--- config.mk ---
export PLATFORM = sky130hd
export DESIGN_NAME = alu_unit_flat
export DESIGN_NICKNAME = d
export VERILOG_FILES = /design/src/design/alu_op_pkg.sv /design/src/design/backend_types_pkg.sv /design/src/design/backend_ifs.sv /design/src/design/alu_unit.sv /design/src/flat_wrapper.sv
export SDC_FILE = /design/constraint.sdc
export NUM_CORES = 1
export LEC_CHECK = 0
export ABC_AREA = 1
export BUFFER_PORTS_ARGS = -buffer_cell sky130_fd_sc_hd__buf_2
export CORE_MARGIN = 10
export CORE_UTILIZATION = 50
export CTS_CLUSTER_DIAMETER = 80
export DETAILED_ROUTE_END_ITERATION = 8
export PLACE_DENSITY = 0.73
export SLEW_MARGIN = 20
export SYNTH_ARGS = -nofsm -noshare
export SYNTH_HDL_FRONTEND = slang
export SYNTH_SLANG_ARGS = --single-unit
--- constraint.sdc ---
create_clock -name clk -period 3.77 [get_ports clk]
set_input_delay 0.1885 -clock clk [delete_from_list [all_inputs] [get_ports clk]]
set_output_delay 0.1885 -clock clk [all_outputs]
set_load 0.01 [all_outputs]
--- src/design/alu_op_pkg.sv ---
`default_nettype none

package alu_op_pkg;

   typedef logic [2:0] alu_mode_t;

   localparam alu_mode_t ALU_ADD = 3'd0;
   localparam alu_mode_t ALU_SUB = 3'd1;
   localparam alu_mode_t ALU_AND = 3'd2;
   localparam alu_mode_t ALU_OR  = 3'd3;
   localparam alu_mode_t ALU_XOR = 3'd4;
   // shift amount from b[3:0]
   localparam alu_mode_t ALU_SLL = 3'd5;
   localparam alu_mode_t ALU_SRL = 3'd6;
   // load immediate, result is b
   localparam alu_mode_t ALU_LDI = 3'd7;

endpackage

`default_nettype wire

--- src/design/backend_types_pkg.sv ---
`default_nettype none

package backend_types_pkg;

   // datapath width
   localparam int DATA_W = 16;

   // physical register space
   localparam int PREG_W    = 6;
   localparam int NUM_PREGS = 64;

   // reorder buffer index width
   localparam int ROB_IDX_W = 6;

   // operand and result values
   typedef logic [DATA_W-1:0] data_t;

   // physical register number
   typedef logic [PREG_W-1:0] preg_t;

   // rob entry of an instruction
   typedef logic [ROB_IDX_W-1:0] rob_idx_t;

endpackage

`default_nettype wire

--- src/design/backend_ifs.sv ---
`default_nettype none


// operands into an execute unit
interface ex_op_if;
   logic                         vld;
   alu_op_pkg::alu_mode_t        mode;
   backend_types_pkg::data_t     a;
   backend_types_pkg::data_t     b;
   backend_types_pkg::preg_t     dst;
   logic                         reg_wrt;
   backend_types_pkg::rob_idx_t  idx;

   modport producer (output vld, mode, a, b, dst, reg_wrt, idx);
   modport consumer (input  vld, mode, a, b, dst, reg_wrt, idx);
endinterface

// writeback and completion of one lane
interface wb_port_if;
   logic                         done;
   logic                         wrt;
   backend_types_pkg::preg_t     dst;
   backend_types_pkg::data_t     data;
   backend_types_pkg::rob_idx_t  idx;

   modport producer (output done, wrt, dst, data, idx);
   modport consumer (input  done, wrt, dst, data, idx);
endinterface

`default_nettype wire

--- src/design/alu_unit.sv ---
`default_nettype none

module alu_unit (
   input  logic          clk,
   input  logic          rst,
   input  logic          stall,
   ex_op_if.consumer     ex,
   wb_port_if.producer   wb
);

   backend_types_pkg::data_t  result;
   logic [3:0]                shamt;

   assign shamt = ex.b[3:0];

   always_comb begin
      case (ex.mode)
         alu_op_pkg::ALU_ADD: result = ex.a + ex.b;
         alu_op_pkg::ALU_SUB: result = ex.a - ex.b;
         alu_op_pkg::ALU_AND: result = ex.a & ex.b;
         alu_op_pkg::ALU_OR:  result = ex.a | ex.b;
         alu_op_pkg::ALU_XOR: result = ex.a ^ ex.b;
         alu_op_pkg::ALU_SLL: result = ex.a << shamt;
         alu_op_pkg::ALU_SRL: result = ex.a >> shamt;
         default:             result = ex.b;
      endcase
   end

   // ex to wb register
   always_ff @(posedge clk) begin
      if (rst) begin
         wb.done <= 1'b0;
         wb.wrt  <= 1'b0;
      end else if (!stall) begin
         wb.done <= ex.vld;
         wb.wrt  <= ex.vld & ex.reg_wrt;
      end
   end

   always_ff @(posedge clk) begin
      if (!stall) begin
         wb.dst  <= ex.dst;
         wb.data <= result;
         wb.idx  <= ex.idx;
      end
   end

endmodule

`default_nettype wire

--- src/flat_wrapper.sv ---
// flat-port wrapper written by rule: the top's interface ports become plain ports
module alu_unit_flat 
  (clk, rst, stall, ex_vld, ex_mode, ex_a, ex_b, ex_dst, ex_reg_wrt, ex_idx, wb_done, wb_wrt, wb_dst, wb_data, wb_idx);
  ex_op_if ex_i ();
  wb_port_if wb_i ();
  input  logic clk;
  input  logic rst;
  input  logic stall;
  input wire logic [$bits(ex_i.vld)-1:0] ex_vld;
  input wire logic [$bits(ex_i.mode)-1:0] ex_mode;
  input wire logic [$bits(ex_i.a)-1:0] ex_a;
  input wire logic [$bits(ex_i.b)-1:0] ex_b;
  input wire logic [$bits(ex_i.dst)-1:0] ex_dst;
  input wire logic [$bits(ex_i.reg_wrt)-1:0] ex_reg_wrt;
  input wire logic [$bits(ex_i.idx)-1:0] ex_idx;
  output wire logic [$bits(wb_i.done)-1:0] wb_done;
  output wire logic [$bits(wb_i.wrt)-1:0] wb_wrt;
  output wire logic [$bits(wb_i.dst)-1:0] wb_dst;
  output wire logic [$bits(wb_i.data)-1:0] wb_data;
  output wire logic [$bits(wb_i.idx)-1:0] wb_idx;
  assign ex_i.vld = ex_vld;
  assign ex_i.mode = ex_mode;
  assign ex_i.a = ex_a;
  assign ex_i.b = ex_b;
  assign ex_i.dst = ex_dst;
  assign ex_i.reg_wrt = ex_reg_wrt;
  assign ex_i.idx = ex_idx;
  assign wb_done = wb_i.done;
  assign wb_wrt = wb_i.wrt;
  assign wb_dst = wb_i.dst;
  assign wb_data = wb_i.data;
  assign wb_idx = wb_i.idx;
  alu_unit u_core (.clk(clk), .rst(rst), .stall(stall), .ex(ex_i), .wb(wb_i));
endmodule
==> flow_summary_export.csv <==
group,metric,value,unit
worst_setup_path,r2r_start,"u_core.wb.wrt",
worst_setup_path,startpoint_type,"primary input",
worst_setup_path,cp_data_required_time,3820,ps
synthesis,yosysWarnings,0,
placement,gp_congestion,0.954,
worst_setup_path,regToRegSetupSlack,3180,ps
worst_setup_path,crit_family,"simple AND/OR/NAND/NOR gates",
floorplanning,die_x,116,um
synthesis,synth_area_leader_cell,"nand2_1",
cts,clkSinkCount,30,
synthesis,synth_edf_count,28,
synthesis,synthFlopType,"edfxtp_1",
timing,drv_slew,0,
route,drtAntennaViolNets,0,
timing,timing.final.crit_share,76.9,%
cts,cts_max_level,2,
synthesis,synth_nets,863,
pwr,vdd_ir_drop_max,0.158,mV
worst_setup_path,crit_path_max_incr_delay,410,ps
layout,final_cell_mix,"247 x nand2_1, 100 x nor2_1, 89 x nand3_1, 81 x buf_2, 80 x inv_1",
timing,setup_violations,0,
worst_setup_path,arrival,2950,ps
cts,cts_setup_buffers,0,
cts,root_buffer,"clkbuf_8",
layout,fin_nets,933,
synthesis,yosysTopAreaCellShare,20.2,%
synthesis,synth-seq-area-share,19.2,%
floorplanning,rows,34,
route,wl_per_cell,17.4,um
floorplanning,pin_count,82,
route,vias,5232,
layout,utilization,58.8,%
worst_setup_path,r2r_end,"u_core.wb.wrt",
synthesis,ys_ff_latch,30,
route,routed_wl,16.4,mm
floorplanning,die_area,0.0134,mm^2
worst_setup_path,crit_path_end,"u_core.wb.data[15]",
placement,hpwl,13.0,mm
timing,tightestPinTransition,747,ps
grt,grt_pass1_wl,26.2,mm
worst_setup_path,crit_fanout,6,
run_status,outcome,"finished, final reports clean",
grt,grt_pass1_vias,4950,
pwr,power.density,279,mW/mm^2
layout,mostFrequentLayoutCell,"nand2_1",
timing,fin_skew,0,ps
timing,finalSetupTns,0,ps
route,drtIter0Drc,428,
synthesis,netlist_instances,761,
cts,cts_resized,0,
route,dr.pass1.iters,5,
grt,grt_max_degree,37,
worst_setup_path,cpMaxStageDelayCell,"nor3_1",
cts,hold_buffers,0,
timing,slew_headroom,50.2,%
cts,clk_latency,290,ps
route,drc,0,
timing,fin_crit,2900,ps
cts,cts_buffer_depth,2,
layout,final_cells,940,
placement,dp_cells,932,
synthesis,yosys-top-cells-area,"nand2_1 20%, edfxtp_1 18%, ha_1 13%, nand3_1 9.7%, nor2_1 8.2%",
worst_setup_path,startpoint,"ex_b[0]",
worst_setup_path,path_cells,"buf_2, inv_1, ha_1, inv_1, nor3_1, nand4_1, or2_2, nand2_1, xor2_1, inv_1, ha_1, nand2_1, inv_1, nand2_1, nor3_1, nand2_1, nand2_1, nand3_1, nand3_1, a21oi_1",
grt,grt_antenna_before_repair,0,
synthesis,yosys.cell_types.count,38,
flow_run,max-cap-violations,0,
cts,cts_tree,"done",
worst_setup_path,path_depth,20,
floorplanning,die_h,116,um
synthesis,avgSynthCellArea,6.03,um^2
synthesis,synth_area,0.00459,mm^2
timing,hold_viol_final,0,
route,vias_per_cell,5.57,
floorplanning,initial_core_util,52.1,%
min_path,whs_path_depth,2,
pwr,power_leakage,2.79,nW
layout,drive_gt1_share,13.9,%
worst_setup_path,crit_type,"primary input to register",
grt,grt_usage,24.5,%
worst_setup_path,cp_common_cell,"nand2_1",
synthesis,ys_async_sr_fraction,0,%
cts,clk_pin_slew,80,ps
min_path,hold_class,"primary input to register",
timing,rsz0062_at_grt,"false",
cts,cts_buffers,5,
worst_setup_path,critPathCaptureType,"register",
worst_setup_path,path_buf_inv,5,
worst_setup_path,r2r_cells,2,
floorplanning,core,0.00881,mm^2
grt,grt_overflow,0,
timing,fmax,345,MHz
layout,antenna_cells,0,
layout,area_growth_syn_to_layout,12.9,%
placement,io_buffers,81,
[flip-flops by register name (all words and copies together), names as in the netlist]
name	flops
u_core.wb.dst	6
u_core.wb.wrt	1
u_core.wb.data	16
u_core.wb.done	1
u_core.wb.idx	6
[synthesized netlist by cell type, types with 4 or more instances]
cell type  count
a21oi_1       43
buf_2          6
clkbuf_1      11
edfxtp_1      28
ha_1          49
inv_1         81
inv_2          5
nand2_1      247
nand3_1       89
nand4_1        7
nor2_1       100
nor3_1         4
o211ai_1       4
o21a_1         6
o21ai_0       26
or2_2          6
xnor2_1        4
xor2_1        13
[worst min path at each step]
stage,end,from,slack (ps)
5_1_grt,u_core.wb.idx[3],ex_idx[3],70
2_1_floorplan,u_core.wb.done,rst,260
4_1_cts,u_core.wb.done,rst,60
3_5_place_dp,u_core.wb.done,rst,360
3_3_place_gp,u_core.wb.wrt,rst,360
6_report,u_core.wb.done,rst,60
[stage by stage]
| stage | instance area (um^2) | setup slack [ps] | total power, mW | hold WS, ps |
|---|---|---|---|---|
| 2_1_floorplan | 4590 | 841 | 0.840 | 258 |
| 3_3_place_gp | 5050 | 652 | 1.04 | 357 |
| 3_5_place_dp | 5050 | 605 | 1.05 | 365 |
| 4_1_cts | 5180 | 904 | 1.44 | 62.9 |
| 5_1_grt | 5180 | 591 | 1.54 | 74.5 |
| 6_report | 5180 | 871 | 1.44 | 61.8 |
[where the power goes]
part           internal [mW]  switching [mW]
clock                  0.261           0.132
sequential             0.409         0.00801
combinational          0.217           0.418
[worst register-to-register path, cell delays in order, from the launching register on]
cell and delay [ps]:
dfxtp_1 330, nand2_1 60, a21oi_1 140
[kinds of logic after synthesis]
logic type	count (synthesis)	synth area share, %
compound gates	85	10.4
xor+xnor	17	3.25
fa+ha+maj	50	13.8
buf+inv	112	10.1
flops	30	19.2
mux	1	0.218
simple gates	466	43.0
[routing by layer]
metal / track usage [%] / wire (um)
met5: 0 / 0
met4: 10.7 / 656
met3: 5.94 / 1660
met2: 38.4 / 7140
met1: 31.3 / 6940
[final cells by class]
type	count	area (um^2)
repair buffers	88	458
inverters	87	327
clock buffers	5	68.8
fillers	916	3630
well taps	108	135
multi-input cells	619	3250
flip-flops and latches	30	881
clock inverters	3	63.8
Note: power is estimated with default switching activity, not from simulation.
