## src/design/alu_op_pkg.sv

```systemverilog
`default_nettype none

package alu_op_pkg;

   typedef logic [2:0] alu_mode_t;

   localparam alu_mode_t ALU_ADD = 3'd0;
   localparam alu_mode_t ALU_SUB = 3'd1;
   localparam alu_mode_t ALU_AND = 3'd2;
   localparam alu_mode_t ALU_OR  = 3'd3;
   localparam alu_mode_t ALU_XOR = 3'd4;
   // shift amount from b[3:0]
   localparam alu_mode_t ALU_SLL = 3'd5;
   localparam alu_mode_t ALU_SRL = 3'd6;
   // load immediate, result is b
   localparam alu_mode_t ALU_LDI = 3'd7;

endpackage

`default_nettype wire

```

## src/design/backend_types_pkg.sv

```systemverilog
`default_nettype none

package backend_types_pkg;

   // datapath width
   localparam int DATA_W = 16;

   // physical register space
   localparam int PREG_W    = 6;
   localparam int NUM_PREGS = 64;

   // reorder buffer index width
   localparam int ROB_IDX_W = 6;

   // operand and result values
   typedef logic [DATA_W-1:0] data_t;

   // physical register number
   typedef logic [PREG_W-1:0] preg_t;

   // rob entry of an instruction
   typedef logic [ROB_IDX_W-1:0] rob_idx_t;

endpackage

`default_nettype wire

```

## src/design/backend_ifs.sv

```systemverilog
`default_nettype none


// operands into an execute unit
interface ex_op_if;
   logic                         vld;
   alu_op_pkg::alu_mode_t        mode;
   backend_types_pkg::data_t     a;
   backend_types_pkg::data_t     b;
   backend_types_pkg::preg_t     dst;
   logic                         reg_wrt;
   backend_types_pkg::rob_idx_t  idx;

   modport producer (output vld, mode, a, b, dst, reg_wrt, idx);
   modport consumer (input  vld, mode, a, b, dst, reg_wrt, idx);
endinterface

// writeback and completion of one lane
interface wb_port_if;
   logic                         done;
   logic                         wrt;
   backend_types_pkg::preg_t     dst;
   backend_types_pkg::data_t     data;
   backend_types_pkg::rob_idx_t  idx;

   modport producer (output done, wrt, dst, data, idx);
   modport consumer (input  done, wrt, dst, data, idx);
endinterface

`default_nettype wire

```

## src/design/mult_unit.sv

```systemverilog
`default_nettype none

module mult_unit #(
   parameter int MULT_LAT = 3
) (
   input  logic          clk,
   input  logic          rst,
   input  logic          stall,
   ex_op_if.consumer     ex,
   wb_port_if.producer   wb
);

   backend_types_pkg::data_t  prod;

   logic                         vld_q  [MULT_LAT];
   logic                         wrt_q  [MULT_LAT];
   backend_types_pkg::preg_t     dst_q  [MULT_LAT];
   backend_types_pkg::data_t     data_q [MULT_LAT];
   backend_types_pkg::rob_idx_t  idx_q  [MULT_LAT];

   // only the low half of the product is kept
   assign prod = ex.a * ex.b;

   always_ff @(posedge clk) begin
      if (rst) begin
         for (int i = 0; i < MULT_LAT; i++) begin
            vld_q[i] <= 1'b0;
            wrt_q[i] <= 1'b0;
         end
      end else if (!stall) begin
         vld_q[0] <= ex.vld;
         wrt_q[0] <= ex.vld & ex.reg_wrt;
         for (int i = 1; i < MULT_LAT; i++) begin
            vld_q[i] <= vld_q[i-1];
            wrt_q[i] <= wrt_q[i-1];
         end
      end
   end

   always_ff @(posedge clk) begin
      if (!stall) begin
         dst_q[0]  <= ex.dst;
         data_q[0] <= prod;
         idx_q[0]  <= ex.idx;
         for (int i = 1; i < MULT_LAT; i++) begin
            dst_q[i]  <= dst_q[i-1];
            data_q[i] <= data_q[i-1];
            idx_q[i]  <= idx_q[i-1];
         end
      end
   end

   // last stage is the writeback register
   assign wb.done = vld_q[MULT_LAT-1];
   assign wb.wrt  = wrt_q[MULT_LAT-1];
   assign wb.dst  = dst_q[MULT_LAT-1];
   assign wb.data = data_q[MULT_LAT-1];
   assign wb.idx  = idx_q[MULT_LAT-1];

endmodule

`default_nettype wire

```

## src/flat_wrapper.sv

```systemverilog
// flat-port wrapper written by rule: the top's interface ports become plain ports
module mult_unit_flat 
#(
   parameter int MULT_LAT = 3
)
  (clk, rst, stall, ex_vld, ex_mode, ex_a, ex_b, ex_dst, ex_reg_wrt, ex_idx, wb_done, wb_wrt, wb_dst, wb_data, wb_idx);
  ex_op_if ex_i ();
  wb_port_if wb_i ();
  input  logic clk;
  input  logic rst;
  input  logic stall;
  input wire logic [$bits(ex_i.vld)-1:0] ex_vld;
  input wire logic [$bits(ex_i.mode)-1:0] ex_mode;
  input wire logic [$bits(ex_i.a)-1:0] ex_a;
  input wire logic [$bits(ex_i.b)-1:0] ex_b;
  input wire logic [$bits(ex_i.dst)-1:0] ex_dst;
  input wire logic [$bits(ex_i.reg_wrt)-1:0] ex_reg_wrt;
  input wire logic [$bits(ex_i.idx)-1:0] ex_idx;
  output wire logic [$bits(wb_i.done)-1:0] wb_done;
  output wire logic [$bits(wb_i.wrt)-1:0] wb_wrt;
  output wire logic [$bits(wb_i.dst)-1:0] wb_dst;
  output wire logic [$bits(wb_i.data)-1:0] wb_data;
  output wire logic [$bits(wb_i.idx)-1:0] wb_idx;
  assign ex_i.vld = ex_vld;
  assign ex_i.mode = ex_mode;
  assign ex_i.a = ex_a;
  assign ex_i.b = ex_b;
  assign ex_i.dst = ex_dst;
  assign ex_i.reg_wrt = ex_reg_wrt;
  assign ex_i.idx = ex_idx;
  assign wb_done = wb_i.done;
  assign wb_wrt = wb_i.wrt;
  assign wb_dst = wb_i.dst;
  assign wb_data = wb_i.data;
  assign wb_idx = wb_i.idx;
  mult_unit #(.MULT_LAT(MULT_LAT)) u_core (.clk(clk), .rst(rst), .stall(stall), .ex(ex_i), .wb(wb_i));
endmodule
```

## config.mk

```make
export PLATFORM = sky130hd
export DESIGN_NAME = mult_unit_flat
export DESIGN_NICKNAME = d
export VERILOG_FILES = /design/src/design/alu_op_pkg.sv /design/src/design/backend_types_pkg.sv /design/src/design/backend_ifs.sv /design/src/design/mult_unit.sv /design/src/flat_wrapper.sv
export SDC_FILE = /design/constraint.sdc
export NUM_CORES = 1
export LEC_CHECK = 0
export BUFFER_PORTS_ARGS = -buffer_cell sky130_fd_sc_hd__buf_2
export CAP_MARGIN = 40
export CORE_MARGIN = 1.5
export CORE_UTILIZATION = 55
export DETAILED_ROUTE_END_ITERATION = 16
export GPL_ROUTABILITY_DRIVEN = 0
export MAX_ROUTING_LAYER = met4
export PLACE_DENSITY = 0.76
export SLEW_MARGIN = 20
export SYNTH_ARGS = -nofsm -noshare
export SYNTH_HDL_FRONTEND = slang
export SYNTH_SLANG_ARGS = --single-unit
```

## constraint.sdc

```tcl
create_clock -name clk -period 15.3 [get_ports clk]
set_input_delay 1.53 -clock clk [delete_from_list [all_inputs] [get_ports clk]]
set_output_delay 1.53 -clock clk [all_outputs]
set_load 0.005 [all_outputs]
```

==> out/results.ini <==
[outcome]
status=finished, final reports clean

[worst_setup_path]
crit_path_frequent_cell=fa_1
crit_path_max_incr_delay_ps=560
critical_path.max_fanout=15
r2r_setup_slack_ps=14560
path_cells=buf_2 -> nand2_1 -> fa_1 -> fa_1 -> inv_1 -> fa_1 -> inv_1 -> fa_1 -> inv_1 -> fa_1 -> inv_1 -> fa_1 -> inv_1 -> ha_1 -> a21oi_1 -> o21ai_0 -> a31oi_1 -> a21oi_1 -> xor2_1
critPathLaunchType=input port
cp-end-kind=flop
crit_type=input port to flop
critPathRequiredTime_ps=15380
critPathArrivalTime_ps=6410
crit_slowest_cell=fa_1
r2r_cells=1
worstSetupStartpoint=ex_b[1]
r2r-start=u_core.wrt_q[0][0]$_SDFFCE_PN0P_
r2r_end=u_core.wrt_q[0][1]$_SDFFCE_PN0P_

[synthesis]
ys_warn_count=0
syn-num-nets=777
synth.ff_latch_count=90
synth.avg_cell_area_um2=11.6
yosysSeqAreaShare_pct=39.0
netlist_instances=596
syn_area_mm2=0.00692
synth_cell_types=30

[drt]
drt-total-wl_um=11900
viasPerCell=4.95
ant_nets=0
drt_pass1_iterations=4
route.detailed.drc=0
num_vias=4051
wl_per_cell_um=14.6
drt_iter0_drc=248

[sta]
rsz0062_at_grt=no
clock.fmax_ghz=0.158
hold_viol=0
period_needed_ps=6330
finalSetupViolCount=0
fin_skew_ps=4.93
slew_violations=0
finalCritPeriodShare_pct=41.4
setup_tns_ps=0
worst_pin_slew_ps=444
max-slew-margin-rel_pct=70.1

[cells_and_area]
syn_to_final_growth_pct=9.20
diodes=0
n_fill_cell=946
nNetsFinal=827
drive_gt1_share_pct=15.5

[clocking]
clk_pin_slew_ps=60
cts_hold_buf=0
cts_tree=yes
numCtsBuffers=9
cts.path.max_buffers=2
root_buffer=clkbuf_16
clkLatencyLatePin_ps=330
cts_resized=0
cts_setup_buffers=0
cts.sinks=90
cts_htree_levels=3

[global_routing]
grt_max_degree=68
grt_pass1_wl_um=20100
grt_pass1_vias=4365
grt_overflow=0
antenna_found_initial=0
grt.total_usage_pct=20.6

[power_and_ir_drop]
irDropWorstVdd_v=0.000130
intPower_uw=827
switching_share_pct=37.6
power_density_mw_per_mm2=175
p_leak_uw=0.00345
power.total_uw=1320
seqPwrFrac_pct=27.9
combPwrFrac_pct=57.9
p_sw_uw=497
clockPowerShare_pct=14.2

[floorplanning]
die_x_um=115
die_y_um=115
core_area_mm2=0.0122
io_pins=82
start_util_pct=56.9
die_area_mm2=0.0133
fp-row-count=40

[hold_path]
hold_end=u_core.idx_q[0][9]$_DFFE_PN_
hp-start=u_core.idx_q[0][3]$_DFFE_PN_
hp-class=flop to flop
holdPathStages=0

[placement]
dp_hpwl_um=9030
port_buffers=78

[run]
maxCapViolCount=0

## flip-flops by register name, summed over array words and instances, names as in the netlist
| name | count |
|---|---|
| u_core.data_q | 48 |
| u_core.dst_q | 18 |
| u_core.idx_q | 18 |
| u_core.vld_q | 3 |
| u_core.wrt_q | 3 |
## cell type report
cell class                 instances  area, um^2  share of cell area (%)
clock buffer                       9         225                    2.98
multi-input combinational        351        3530                    46.7
sequential                        90        2700                    35.7
timing repair buffer              80         425                    5.63
inverter                         114         429                    5.68
tap                              168         210                    2.78
clock inverter                     6        35.0                   0.463
## critical path: cells and delay by family
kind / cells / cell delay, ps
buffers and inverters: 6 / 550
AO/OA/AOI/OAI: 4 / 640
XOR/XNOR: 1 / 150
AND/OR/NAND/NOR: 1 / 130
adder cells (fa/ha/maj): 7 / 3400
## cells in the mapped netlist (all sizes together)
cell,n,area share (%)
xor2,8,1.0
a21oi,10,0.78
o21ai,4,0.29
buf,28,3.0
nand3,1,0.072
nor2,7,0.38
xnor3,1,0.33
a31oi,1,0.090
edfxtp,90,39
and2,67,6.1
o21a,1,0.11
and3,3,0.27
inv,114,6.2
clkbuf,13,0.72
a31o,1,0.13
a211oi,2,0.29
nand2b,1,0.090
ha,49,8.9
a21o,5,0.56
or4,1,0.16
o21bai,1,0.11
xnor2,30,4.0
fa,80,23
nand2,78,4.3
## per-stage QoR
stage               util, %  cells  worst slack (ps)  area (um^2)  hold slack, ps
floorplan                 -    596              8980         6920             400
global placement       59.8    802              8690         7270             400
detailed placement     60.0    803              8640         7300             405
CTS                    62.2    818              9000         7560             417
global route           62.2    818              8780         7560             422
finish                 62.2    818              8970         7560             416
## per-layer routing
| layer | track usage, % | wire length [um] | vias up |
|---|---|---|---|
| met1 | 24.1 | 4940 | 1968 |
| met4 | 8.81 | 340 | 0 |
| met2 | 35.5 | 6070 | 136 |
| met5 | - | 0 | - |
| li1 | - | - | 1916 |
| met3 | 3.16 | 552 | 31 |
## power by group through the flow
stage	clock (uW)	sequential (uW)	combinational, uW
after CTS	195	371	778
after detailed placement	0	376	772
final	188	370	766
after floorplan	0	372	611
after global placement	0	373	742
after global routing	204	374	872
## kinds of logic (layout without fill, tap and decap cells)
family                   Yosys count  count (layout)  synth area share [%]
AND/OR/NAND/NOR                  158             158                  11.3
AO/OA/AOI/OAI                     25              25                  2.35
XOR/XNOR                          39              39                  5.35
flip-flops                        90              90                  39.0
buffers and inverters            155             209                  9.94
adder cells (fa/ha/maj)          129             129                  32.0
## worst max path at each step
stage	to	slack, ps	depth (start not counted)
2_1_floorplan	u_core.data_q[0][14]$_DFFE_PN_	8980	19
3_3_place_gp	u_core.data_q[0][14]$_DFFE_PN_	8690	19
3_5_place_dp	u_core.data_q[0][14]$_DFFE_PN_	8640	19
4_1_cts	u_core.data_q[0][14]$_DFFE_PN_	9000	19
5_1_grt	u_core.data_q[0][14]$_DFFE_PN_	8780	19
6_report	u_core.data_q[0][14]$_DFFE_PN_	8970	19
## cells in the final DEF, fill, tap and decap left out, types with 2 or more instances in the layout
cell and count:
clkinvlp_4 2, clkbuf_16 9, and2_1 67, inv_1 113, o21ai_0 4, ha_1 49, clkinv_1 3, a21oi_1 9
xor2_1 8, buf_2 78, nand2_2 2, a21o_1 4, nand2_1 76, fa_1 80, edfxtp_1 90, xnor2_1 28
xnor2_2 2, and3_1 3, nor2_1 7
No activity file was read; power rests on OpenSTA's default activity.
