$ cat src/design/alu_op_pkg.sv
`default_nettype none

package alu_op_pkg;

   typedef logic [2:0] alu_mode_t;

   localparam alu_mode_t ALU_ADD = 3'd0;
   localparam alu_mode_t ALU_SUB = 3'd1;
   localparam alu_mode_t ALU_AND = 3'd2;
   localparam alu_mode_t ALU_OR  = 3'd3;
   localparam alu_mode_t ALU_XOR = 3'd4;
   // shift amount from b[3:0]
   localparam alu_mode_t ALU_SLL = 3'd5;
   localparam alu_mode_t ALU_SRL = 3'd6;
   // load immediate, result is b
   localparam alu_mode_t ALU_LDI = 3'd7;

endpackage

`default_nettype wire

$ cat src/design/backend_types_pkg.sv
`default_nettype none

package backend_types_pkg;

   // datapath width
   localparam int DATA_W = 16;

   // physical register space
   localparam int PREG_W    = 6;
   localparam int NUM_PREGS = 64;

   // reorder buffer index width
   localparam int ROB_IDX_W = 6;

   // operand and result values
   typedef logic [DATA_W-1:0] data_t;

   // physical register number
   typedef logic [PREG_W-1:0] preg_t;

   // rob entry of an instruction
   typedef logic [ROB_IDX_W-1:0] rob_idx_t;

endpackage

`default_nettype wire

$ cat src/design/backend_ifs.sv
`default_nettype none

// issued packet for one lane
interface issue_lane_if;
   logic                         vld;
   alu_op_pkg::alu_mode_t        mode;
   backend_types_pkg::preg_t     src1;
   backend_types_pkg::preg_t     src2;
   backend_types_pkg::preg_t     dst;
   backend_types_pkg::data_t     imm;
   logic                         imm_vld;
   logic                         reg_wrt;
   backend_types_pkg::rob_idx_t  idx;

   modport source (output vld, mode, src1, src2, dst, imm, imm_vld, reg_wrt, idx);
   modport sink   (input  vld, mode, src1, src2, dst, imm, imm_vld, reg_wrt, idx);
endinterface

// two read ports of the register file
interface rf_read_if;
   backend_types_pkg::preg_t  addr1;
   backend_types_pkg::preg_t  addr2;
   backend_types_pkg::data_t  data1;
   backend_types_pkg::data_t  data2;

   modport requester (output addr1, addr2, input  data1, data2);
   modport responder (input  addr1, addr2, output data1, data2);
endinterface

// operands into an execute unit
interface ex_op_if;
   logic                         vld;
   alu_op_pkg::alu_mode_t        mode;
   backend_types_pkg::data_t     a;
   backend_types_pkg::data_t     b;
   backend_types_pkg::preg_t     dst;
   logic                         reg_wrt;
   backend_types_pkg::rob_idx_t  idx;

   modport producer (output vld, mode, a, b, dst, reg_wrt, idx);
   modport consumer (input  vld, mode, a, b, dst, reg_wrt, idx);
endinterface


`default_nettype wire

$ cat src/design/operand_fetch.sv
`default_nettype none

module operand_fetch (
   input  logic          clk,
   input  logic          rst,
   input  logic          stall,
   issue_lane_if.sink    iss,
   rf_read_if.requester  rd,
   ex_op_if.producer     ex
);

   // issue to rf register
   logic                         s1_vld;
   alu_op_pkg::alu_mode_t        s1_mode;
   backend_types_pkg::preg_t     s1_src1;
   backend_types_pkg::preg_t     s1_src2;
   backend_types_pkg::preg_t     s1_dst;
   backend_types_pkg::data_t     s1_imm;
   logic                         s1_imm_vld;
   logic                         s1_reg_wrt;
   backend_types_pkg::rob_idx_t  s1_idx;

   assign rd.addr1 = s1_src1;
   assign rd.addr2 = s1_src2;

   always_ff @(posedge clk) begin
      if (rst) begin
         s1_vld <= 1'b0;
         ex.vld <= 1'b0;
      end else if (!stall) begin
         s1_vld <= iss.vld;
         ex.vld <= s1_vld;
      end
   end

   always_ff @(posedge clk) begin
      if (!stall) begin
         s1_mode    <= iss.mode;
         s1_src1    <= iss.src1;
         s1_src2    <= iss.src2;
         s1_dst     <= iss.dst;
         s1_imm     <= iss.imm;
         s1_imm_vld <= iss.imm_vld;
         s1_reg_wrt <= iss.reg_wrt;
         s1_idx     <= iss.idx;
      end
   end

   // rf to ex register
   always_ff @(posedge clk) begin
      if (!stall) begin
         ex.mode    <= s1_mode;
         ex.a       <= rd.data1;
         // immediate replaces the second register operand
         ex.b       <= s1_imm_vld ? s1_imm : rd.data2;
         ex.dst     <= s1_dst;
         ex.reg_wrt <= s1_reg_wrt;
         ex.idx     <= s1_idx;
      end
   end

endmodule

`default_nettype wire

$ cat src/flat_wrapper.sv
// flat-port wrapper written by rule: the top's interface ports become plain ports
module operand_fetch_flat 
  (clk, rst, stall, iss_vld, iss_mode, iss_src1, iss_src2, iss_dst, iss_imm, iss_imm_vld, iss_reg_wrt, iss_idx, rd_addr1, rd_addr2, rd_data1, rd_data2, ex_vld, ex_mode, ex_a, ex_b, ex_dst, ex_reg_wrt, ex_idx);
  issue_lane_if iss_i ();
  rf_read_if rd_i ();
  ex_op_if ex_i ();
  input  logic clk;
  input  logic rst;
  input  logic stall;
  input wire logic [$bits(iss_i.vld)-1:0] iss_vld;
  input wire logic [$bits(iss_i.mode)-1:0] iss_mode;
  input wire logic [$bits(iss_i.src1)-1:0] iss_src1;
  input wire logic [$bits(iss_i.src2)-1:0] iss_src2;
  input wire logic [$bits(iss_i.dst)-1:0] iss_dst;
  input wire logic [$bits(iss_i.imm)-1:0] iss_imm;
  input wire logic [$bits(iss_i.imm_vld)-1:0] iss_imm_vld;
  input wire logic [$bits(iss_i.reg_wrt)-1:0] iss_reg_wrt;
  input wire logic [$bits(iss_i.idx)-1:0] iss_idx;
  output wire logic [$bits(rd_i.addr1)-1:0] rd_addr1;
  output wire logic [$bits(rd_i.addr2)-1:0] rd_addr2;
  input wire logic [$bits(rd_i.data1)-1:0] rd_data1;
  input wire logic [$bits(rd_i.data2)-1:0] rd_data2;
  output wire logic [$bits(ex_i.vld)-1:0] ex_vld;
  output wire logic [$bits(ex_i.mode)-1:0] ex_mode;
  output wire logic [$bits(ex_i.a)-1:0] ex_a;
  output wire logic [$bits(ex_i.b)-1:0] ex_b;
  output wire logic [$bits(ex_i.dst)-1:0] ex_dst;
  output wire logic [$bits(ex_i.reg_wrt)-1:0] ex_reg_wrt;
  output wire logic [$bits(ex_i.idx)-1:0] ex_idx;
  assign iss_i.vld = iss_vld;
  assign iss_i.mode = iss_mode;
  assign iss_i.src1 = iss_src1;
  assign iss_i.src2 = iss_src2;
  assign iss_i.dst = iss_dst;
  assign iss_i.imm = iss_imm;
  assign iss_i.imm_vld = iss_imm_vld;
  assign iss_i.reg_wrt = iss_reg_wrt;
  assign iss_i.idx = iss_idx;
  assign rd_addr1 = rd_i.addr1;
  assign rd_addr2 = rd_i.addr2;
  assign rd_i.data1 = rd_data1;
  assign rd_i.data2 = rd_data2;
  assign ex_vld = ex_i.vld;
  assign ex_mode = ex_i.mode;
  assign ex_a = ex_i.a;
  assign ex_b = ex_i.b;
  assign ex_dst = ex_i.dst;
  assign ex_reg_wrt = ex_i.reg_wrt;
  assign ex_idx = ex_i.idx;
  operand_fetch u_core (.clk(clk), .rst(rst), .stall(stall), .iss(iss_i), .rd(rd_i), .ex(ex_i));
endmodule
$ cat config.mk
export PLATFORM = sky130hd
export DESIGN_NAME = operand_fetch_flat
export DESIGN_NICKNAME = d
export VERILOG_FILES = /design/src/design/alu_op_pkg.sv /design/src/design/backend_types_pkg.sv /design/src/design/backend_ifs.sv /design/src/design/operand_fetch.sv /design/src/flat_wrapper.sv
export SDC_FILE = /design/constraint.sdc
export NUM_CORES = 1
export LEC_CHECK = 0
export BUFFER_PORTS_ARGS = -buffer_cell sky130_fd_sc_hd__buf_2
export CAP_MARGIN = 25
export CORE_MARGIN = 10
export CORE_UTILIZATION = 37
export CTS_CLUSTER_DIAMETER = 150
export CTS_CLUSTER_SIZE = 28
export DETAILED_ROUTE_END_ITERATION = 8
export PLACE_DENSITY = 0.72
export SYNTH_ARGS = -nofsm -noshare
export SYNTH_HDL_FRONTEND = slang
export SYNTH_SLANG_ARGS = --single-unit
export TNS_END_PERCENT = 5
$ cat constraint.sdc
create_clock -name clk -period 2.3 [get_ports clk]
set_input_delay 0.23 -clock clk [delete_from_list [all_inputs] [get_ports clk]]
set_output_delay 0.23 -clock clk [all_outputs]
set_load 0.03 [all_outputs]
==> results of run 1 <==
## kinds of logic after synthesis
group / after synthesis
multiplexers: 18
AND/OR/NAND/NOR: 2
buffers and inverters: 3
flip-flops: 95
## stage by stage
step | cell area, sq um | util, %
floorplan | 3117 | -
global placement | 3950 | 48.07
detailed placement | 3950 | 48.07
CTS | 4151 | 50.53
global route | 4151 | 50.53
finish | 4151 | 50.53
## state kept, by name, summed over array words and instances, names as in the netlist
signal and flops:
u_core.ex.a 16, u_core.s1_vld 1, u_core.ex.reg_wrt 1, u_core.s1_mode 3, u_core.s1_imm_vld 1, u_core.s1_reg_wrt 1
u_core.s1_imm 16, u_core.ex.b 16, u_core.s1_idx 6, u_core.rd.addr2 6, u_core.ex.vld 1, u_core.ex.idx 6
u_core.ex.mode 3, u_core.ex.dst 6, u_core.rd.addr1 6, u_core.s1_dst 6
## routing by layer
metal | vias up | routed length [um] | share of wire [%]
li1 | 773 | - | -
met1 | 790 | 2452 | 36
met2 | 71 | 3796 | 55
met3 | 10 | 474 | 6.9
met4 | 0 | 117 | 1.7
met5 | - | 0 | 0
## where the power goes
part           switching, mW  total, mW  internal [mW]
Sequential            0.0331       2.08           2.05
Clock                  0.584       1.10          0.518
Combinational          0.269      0.414          0.145
Total                  0.886       3.60           2.71
## cell usage in the layout, fill, tap and decap left out
| master | netlist | final |
|---|---|---|
| edfxtp_1 | 93 | 93 |
| dfxtp_1 | 2 | 2 |
| nor2_1 | 2 | 2 |
| clkbuf_8 | 0 | 9 |
| buf_12 | 1 | 1 |
| buf_2 | 0 | 141 |
| clkbuf_1 | 0 | 1 |
| mux2_2 | 6 | 6 |
| bufinv_16 | 0 | 1 |
| inv_8 | 0 | 1 |
| mux2_4 | 10 | 10 |
| inv_6 | 0 | 2 |
| mux2i_1 | 2 | 2 |
| buf_4 | 0 | 1 |
| clkinvlp_4 | 0 | 3 |
## critical path, stage by stage, from the launching register on
cell      delay (ns)
edfxtp_1        0.40
buf_4           0.28
mux2_2          0.37
## path summary, 6_finish.rpt
path | end | cells past startpoint | slack (ns) | start
setup / recovery | u_core.ex.b[13] | 2 | 1.01 | u_core.s1_imm_vld
hold / removal | u_core.s1_dst[0] | 1 | 0.04 | iss_dst[0]
setup reg to reg | u_core.ex.b[13] | 2 | 1.01 | u_core.s1_imm_vld
hold reg to reg | u_core.ex.idx[0] | 0 | 0.42 | u_core.s1_idx[0]
## final cells by class
cell class | instances | area, sq um
Clock buffer | 10 | 127.6
Clock inverter | 6 | 73.82
Fill cell | 727 | 4065
Inverter | 1 | 7.507
Multi-Input combinational cell | 20 | 245.2
Sequential cell | 95 | 2833
Tap cell | 105 | 131.4
Timing Repair Buffer | 143 | 733.2
==> metrics, run 1 <==
outcome completed; layer with the highest usage met2; IO Count 142; # setup viols final 0; pwr/cell area 867.3 nW/um^2; area share of the largest cell type after synthesis 89.71%; num rows 33; via count 1644; synthesized instance count 118; Place WS 1.020 ns; EDFF count, synth 93; # H-tree levels 3; DP Cell Count 364; Design Power 3.601 mW; post-cts hold buffer count 0; TritonCTS clock tree built; period utilization 55.94%; Initial Utilization 37.89%; setup ws final 1.013 ns; Sink Count 95; library cells used by synthesis 9; top cells by area, synth edfxtp_1, mux2_4, mux2_2, dfxtp_1, buf_12; fraction of the mapped netlist area in adder cells 0%; Area Growth Syn to Fin 33.36%; Root Driver clkbuf_8; sequential share of the synthesized area 91.00%; gp weighted congestion 0.7321; PortBufs 141; Post-Route Skew 0.008986 ns; Seq cells post-synth 95; LEAKAGE 1.713 nW; Slew HR 68.83%; maximum VDD drop 0.3753 mV; first-pass GRT wire length 10.34 mm; Post-synth top cells edfxtp_1, mux2_4, mux2_2; setup TNS 0 ns; Final Hold Fails 0; Slew Viols, Final 0; FFs w/ async S/R, synth 0%; Post-Synth XOR/XNOR Area 0%; Worst-Margin Slew 0.4676 ns; Synth Area in Compound Gates 0%; layout cells sized above 1 63.64%; nets 351; # DRC 0; clock-pin slew on the worst setup and hold paths 0.10 ns; die width 111.7 um; ant diodes 0; GRT overflow 0; initial antenna violation count 0; mux share of post-synthesis cell area 7.637%; Mapped Area 3113 sq um; Die Height 111.7 um; min Tclk post-route 1.287 ns; Worst-Skew Late Latency 0.35 ns; Worst EP required 2.40 ns; crit path DAT 1.39 ns; core area 8217 sq um; main flop type after synthesis edfxtp_1; grt met1 use 10.68%; TritonCTS buffer count 9; TritonRoute pass-1 iters 4; Min-Delay Path Class primary input to flop; hold slack 0.04313 ns; die area 12480 sq um; DR vias/cell 4.326; main combinational cell family by area after synthesis multiplexers; GRT met3 Usage 4.133%; RSZ-0062 raised after global routing no; vias in the first global route 1786; CP startpoint kind flop; CP endpoint kind flop; WL final 6.840 mm; Avg Synthesized Cell Area 26.38 sq um; DRT iter0 DRCs 50; post-CTS setup buffers 0; antenna-violating nets left 0; critical path peak fanout 14; Max-Cap Viols 0; cell with the most instances after synthesis edfxtp_1; Synth Warn # 0; fmax 777.2 MHz; critical path type flop to flop; met2 GRT Util 19.46%; mean routed wirelength per cell 18.00 um; Syn Nets 199; simple-gate area share of the yosys netlist 0.2412%; Synth area leader edfxtp_1; # resized after CTS 0; CTS Buffer Depth 2; Post-Layout Cell Count 380; HPWL Detailed 5.290 mm; Tot GR Track Use 10.88%; largest net degree at the start of global routing 94
(Power assumes the default switching activity.)
==> run 2, diff against run 1 <==
- ABC_AREA: default -> 1
- PLACE_DENSITY: 0.72 -> 0.69
- clock period: 2.3 -> 1.28 ns (I/O delays scaled with it)
==> metrics, run 2 <==
outcome completed; # setup viols final 0 (unchanged); main flop type after synthesis edfxtp_1; Clk pwr share 31.3% (+0.7 points); PortBufs 141 (unchanged); antenna-violating nets left 0 (unchanged); vias in the first global route 2259 (+26%); num rows 33 (unchanged); nets 453 (+29%); crit path DAT 0.94 ns (-0.45 ns); EDFF count, synth 93 (unchanged); LEAKAGE 2.054 nW (+20%); Mapped Area 3127 sq um (+0.44%); initial antenna violation count 0 (unchanged); die width 111.9 um (+0.18%); setup TNS 0 ns (unchanged); Syn Nets 239 (+20%); TritonCTS clock tree built; CP endpoint kind output pin; Net Switching 1.622 mW (+83%); largest net degree at the start of global routing 55 (-41%); Slew HR 81.07% (+12 points); Area Growth Syn to Fin 54.50%; Top Registers u_core.ex.a: 16 flops, u_core.ex.b: 16 flops, u_core.s1_imm: 16 flops; cell with the most instances after synthesis edfxtp_1; sequential share of the synthesized area 90.60% (-0.40 points); # resized after CTS 0 (unchanged); DRT iter0 DRCs 78 (+56%); delay-heaviest family, CP flip-flops; Avg Synthesized Cell Area 19.79 sq um (-25%); fmax 938.0 MHz; clock-pin slew on the worst setup and hold paths 0.10 ns (about the same); gp weighted congestion 0.6649 (-9.2%); first-pass GRT wire length 12.13 mm (+17%); pwr/cell area 1401 nW/um^2 (+62%); DR vias/cell 4.212 (-2.6%); TritonCTS buffer count 9 (unchanged); DP Cell Count 404 (+11%); mean routed wirelength per cell 16.10 um (-11%); Seq cells post-synth 95 (unchanged); Critical Path Max Stage Delay 0.40 ns (about the same); critical path, cell by cell buf_2; GRT overflow 0 (unchanged); HPWL Detailed 5.168 mm (-2.3%); Worst-Margin Slew 0.2840 ns (-0.1837 ns); post-CTS setup buffers 0 (unchanged); Worst-Skew Late Latency 0.34 ns (about the same); core area 8217 sq um (unchanged); maximum VDD drop 0.7736 mV (+110%); WL final 7.742 mm (+13%); library cells used by synthesis 8 (-1); CP max-delay cell edfxtp_1; Slew Viols, Final 0 (unchanged); fin util 58.79% (+8.3 points); Root Driver clkbuf_8; critical path type flop to output pin; via count 2026 (+23%); area share of the largest cell type after synthesis 89.32% (-0.39 points); CTS Buffer Depth 2 (unchanged); RSZ-0062 raised after global routing no; Sink Count 95 (unchanged); Tot GR Track Use 12.19% (+1.3 points); Combinational Power Share 13.3% (+1.8 points); min Tclk post-route 1.066 ns; P_int 5.148 mW (+90%); IO Count 142 (unchanged); Die Height 111.9 um (+0.18%); ant diodes 0 (unchanged); FFs w/ async S/R, synth 0% (unchanged); post-cts hold buffer count 62 (+62); synthesized instance count 158 (+34%); Final Hold Fails 0 (unchanged); Post-Route Skew 0.01447 ns (+0.005483 ns); Worst EP required 1.15 ns (-1.25 ns); Initial Utilization 38.05% (+0.17 points); Reg power frac 55.3% (-2.6 points); commonest cells after routing, fill and taps aside buf_2, edfxtp_1, dlygate4sd3_1; Max-Cap Viols 0 (unchanged); CP startpoint kind flop; Min-Delay Path Class primary input to flop; hold slack 0.04515 ns (+0.002022 ns); critical path peak fanout 1 (-13); TritonRoute pass-1 iters 4 (unchanged); # DRC 0 (unchanged); most common cell after layout, fill and taps aside buf_2; # H-tree levels 3 (unchanged); Sw Share 23.96% (-0.66 points); Synth Warn # 0 (unchanged); WP buf/inv 1 (unchanged); layout cells sized above 1 43.62% (-20 points); period utilization 83.29%; Post-Layout Cell Count 481 (+27%); die area 12530 sq um (+0.36%); Synth area leader edfxtp_1; top cells by area, synth edfxtp_1, inv_1, nand2_1, o21ai_0, dfxtp_1; Post-synth top cells edfxtp_1, inv_1, nand2_1
run 2: cell count changes in the layout (fill, tap and decap cells not counted), moves of 2 or more:
cell and delta:
buf_12 +2, dlygate4sd3_1 +62, inv_1 +19, mux2_2 -6
mux2_4 -10, mux2i_1 -2, nand2_1 +20, nor2_1 +2
o21ai_0 +12, o21ai_2 +4
run 2: path summary, 6_finish.rpt:
| check | startpoint | end | slack (ns) | cells after the start |
|---|---|---|---|---|
| min reg2reg | u_core.s1_idx[1] | u_core.ex.idx[1] | 0.42 | 0 |
| max | u_core.ex.idx[4] | ex_idx[4] | 0.21 | 1 |
| min | rst | u_core.ex.vld | 0.05 | 4 |
| max reg2reg | u_core.s1_imm_vld | u_core.ex.b[10] | 0.27 | 3 |
run 2: area by class of cell:
class | instances | area [sq um]
well taps | 105 | 131.4
clock inverters | 6 | 92.59
repair buffers | 206 | 1386
multi-input cells | 40 | 185.2
inverters | 20 | 78.83
flip-flops and latches | 95 | 2833
clock buffers | 9 | 123.9
fillers | 662 | 3386
run 2: power by group through the flow:
stage               registers [mW]  logic, mW  clock network, mW
floorplan                     4.13      0.125                  0
global placement              3.81      0.743                  0
detailed placement            3.82      0.757                  0
CTS                           3.75      0.908               2.18
global route                  3.77      0.968               2.32
finish                        3.75      0.903               2.12
run 2: logic make-up after synthesis:
kind of cell / share of synthesized area, %
compound gates: 3.041
simple gates: 2.881
buf+inv: 3.481
flops: 90.60
run 2: routing by layer:
layer	GRT usage, %	wire length (um)	up-vias
li1	-	-	993
met1	11.03	2566	946
met2	23.74	4423	75
met3	4.026	575	12
met4	5.398	177	0
met5	0	0	-
run 2: through the flow:
stage               area, sq um  setup slack [ns]  power (mW)
finish                     4831            0.2139       6.770
global route               4831            0.1666       7.061
CTS                        4831            0.1929       6.836
detailed placement         3994            0.2676       4.574
global placement           3994            0.2905       4.550
floorplan                  3131           -0.5552       4.258
==> run 3, diff against run 2 <==
- PLACE_DENSITY: 0.69 -> 0.72
- clock period: 1.28 -> 0.9 ns (I/O delays scaled with it)
==> metrics, run 3 (synthesized netlist as in run 2, its figures left out) <==
outcome finished with violations; violated checks negative setup slack; Post-Route Skew 0.006083 ns (-0.008386 ns); most common cell after layout, fill and taps aside edfxtp_1; layout cells sized above 1 44.09% (+0.48 points); top layer in use met4; DRT iter0 DRCs 83 (+6.4%); PortBufs 141 (unchanged); min Tclk post-route 1.012 ns; worst reg2reg setup slack -0.10 ns (-0.37 ns); nets 457 (+0.88%); Final Hold Fails 0 (unchanged); Hold Path Cell Cnt 3 (-1); largest net degree at the start of global routing 39 (-29%); CP endpoint kind output pin; met3 wire length 720 um (+25%); fin util 64.15% (+5.4 points); gp weighted congestion 0.6875 (+3.4%); TritonRoute pass-1 iters 5 (+1); HPWL Detailed 5.145 mm (-0.44%); Min-Delay Path Class primary input to flop; Root Driver clkbuf_8; Metal-1 WL 2.596 mm (+1.2%); die width 111.9 um (unchanged); TritonCTS buffer count 9 (unchanged); mean routed wirelength per cell 16.35 um (+1.6%); setup TNS -5.939 ns (-5.939 ns); RSZ-0062 raised after global routing yes; Worst-Skew Late Latency 0.34 ns (about the same); Max-Cap Viols 0 (unchanged); clock-pin slew on the worst setup and hold paths 0.08 ns (-0.02 ns); Slew Viols, Final 0 (unchanged); CP startpoint kind flop; reg2reg end u_core.ex.b[4]; CP max-delay cell edfxtp_1; die area 12530 sq um (unchanged); crit path to rd_addr1[4]; Slew HR 85.35% (+4.3 points); Tot GR Track Use 12.75% (+0.56 points); core area 8217 sq um (unchanged); DR vias/cell 4.236 (+0.57%); WL final 7.961 mm (+2.8%); Top Registers u_core.ex.a: 16 flops, u_core.ex.b: 16 flops, u_core.s1_imm: 16 flops; Post-Layout Cell Count 487 (+1.2%); Worst setup startpoint u_core.rd.addr1[4]; TritonCTS clock tree built; reg-to-reg startpoint u_core.s1_imm_vld; Initial Utilization 38.05% (unchanged); pwr/cell area 1925 nW/um^2 (+37%); initial antenna violation count 1 (+1); DP Cell Count 407 (+0.74%); maximum VDD drop 1.306 mV (+69%); critical path peak fanout 1 (unchanged); Worst-Margin Slew 0.2198 ns (-0.06419 ns); Critical Path Max Stage Delay 0.42 ns (+0.02 ns); Area Growth Syn to Fin 68.59%; GRT overflow 0 (unchanged); # H-tree levels 3 (unchanged); commonest cells after routing, fill and taps aside edfxtp_1, buf_2, dlygate4sd3_1; Sink Count 95 (unchanged); Levels on crit path 1 (unchanged); via count 2063 (+1.8%); critical path type flop to output pin; num rows 33 (unchanged); # DRC 0 (unchanged); first-pass GRT wire length 12.50 mm (+3.1%); setup ws final -0.1122 ns (-0.3260 ns); crit path DAT 0.92 ns (-0.02 ns); LEAKAGE 2.207 nW (+7.5%); worst r2r path cells 3 (unchanged); antenna-violating nets left 0 (unchanged); # setup viols final 77 (+77); Die Height 111.9 um (unchanged); Filler cells 606 (-8.5%); critical path, cell by cell buf_6; CTS Buffer Depth 2 (unchanged); fmax 988.0 MHz; delay-heaviest family, CP flip-flops; period utilization 112.5%; IO Count 142 (unchanged); Design Power 10.15 mW (+50%); DR WL met2 4.536 mm (+2.6%); Worst EP required 0.81 ns (-0.34 ns); WP buf/inv 1 (unchanged); vias in the first global route 2312 (+2.3%)
## run 3: final cells by class
cell class	count	area, sq um	area share [%]
diodes	1	2.502	0.04747
clock buffers	10	127.6	2.421
clock inverters	6	108.9	2.065
inverters	20	78.83	1.495
multi-input cells	40	187.7	3.560
flip-flops and latches	95	2834	53.76
well taps	105	131.4	2.492
repair buffers	210	1800	34.16
## run 3: repair_timing
| item | in CTS | in global routing |
|---|---|---|
| setup buffers | 0 | 0 |
| setup endpoints to repair | 77 | 77 |
| endpoints found under the hold margin | 63 | 0 |
| cloned | 0 | 0 |
| resized for setup | 125 | 2 |
| hold buffers | 63 | 0 |
## run 3: power by group
group / internal (mW) / leakage, nW / total [mW] / switching, mW
combinational: 0.759 / 1.17 / 1.54 / 0.781
clock: 1.84 / 0.110 / 3.22 / 1.39
sequential: 5.25 / 0.929 / 5.39 / 0.133
## run 3: worst reg2reg max path: cells and delay by family (launching register included)
kind	cells	cell delay (ns)
AOI/OAI and AO/OA	1	0.07
buffers and inverters	1	0.19
DFF	1	0.42
and+or+nand+nor	1	0.07
## run 3: per-layer routing
metal / vias to the layer above / global-route usage, %
met5: - / 0
met4: 0 / 3.513
met3: 9 / 6.227
met2: 85 / 23.62
met1: 965 / 12.15
li1: 1004 / -
## run 3: worst min-delay path by stage
stage / from / endpoint / slack, ns
4_1_cts: rd_data2[8] / u_core.ex.b[8] / 0.03
2_1_floorplan: rd_data1[0] / u_core.ex.a[0] / 0.19
5_1_grt: rd_data2[15] / u_core.ex.b[15] / 0.04
3_3_place_gp: rd_data1[13] / u_core.ex.a[13] / 0.27
3_5_place_dp: iss_idx[2] / u_core.s1_idx[2] / 0.27
6_report: rd_data2[8] / u_core.ex.b[8] / 0.05
## run 3: per-stage QoR
stage / setup WS (ns) / cell area [sq um] / hold slack [ns]
6_report: -0.1122 / 5271 / 0.04791
5_1_grt: -0.1586 / 5271 / 0.04152
4_1_cts: -0.1294 / 5266 / 0.02931
3_5_place_dp: -0.09855 / 4016 / 0.2681
3_3_place_gp: -0.06194 / 4016 / 0.2670
2_1_floorplan: -0.8972 / 3131 / 0.1889
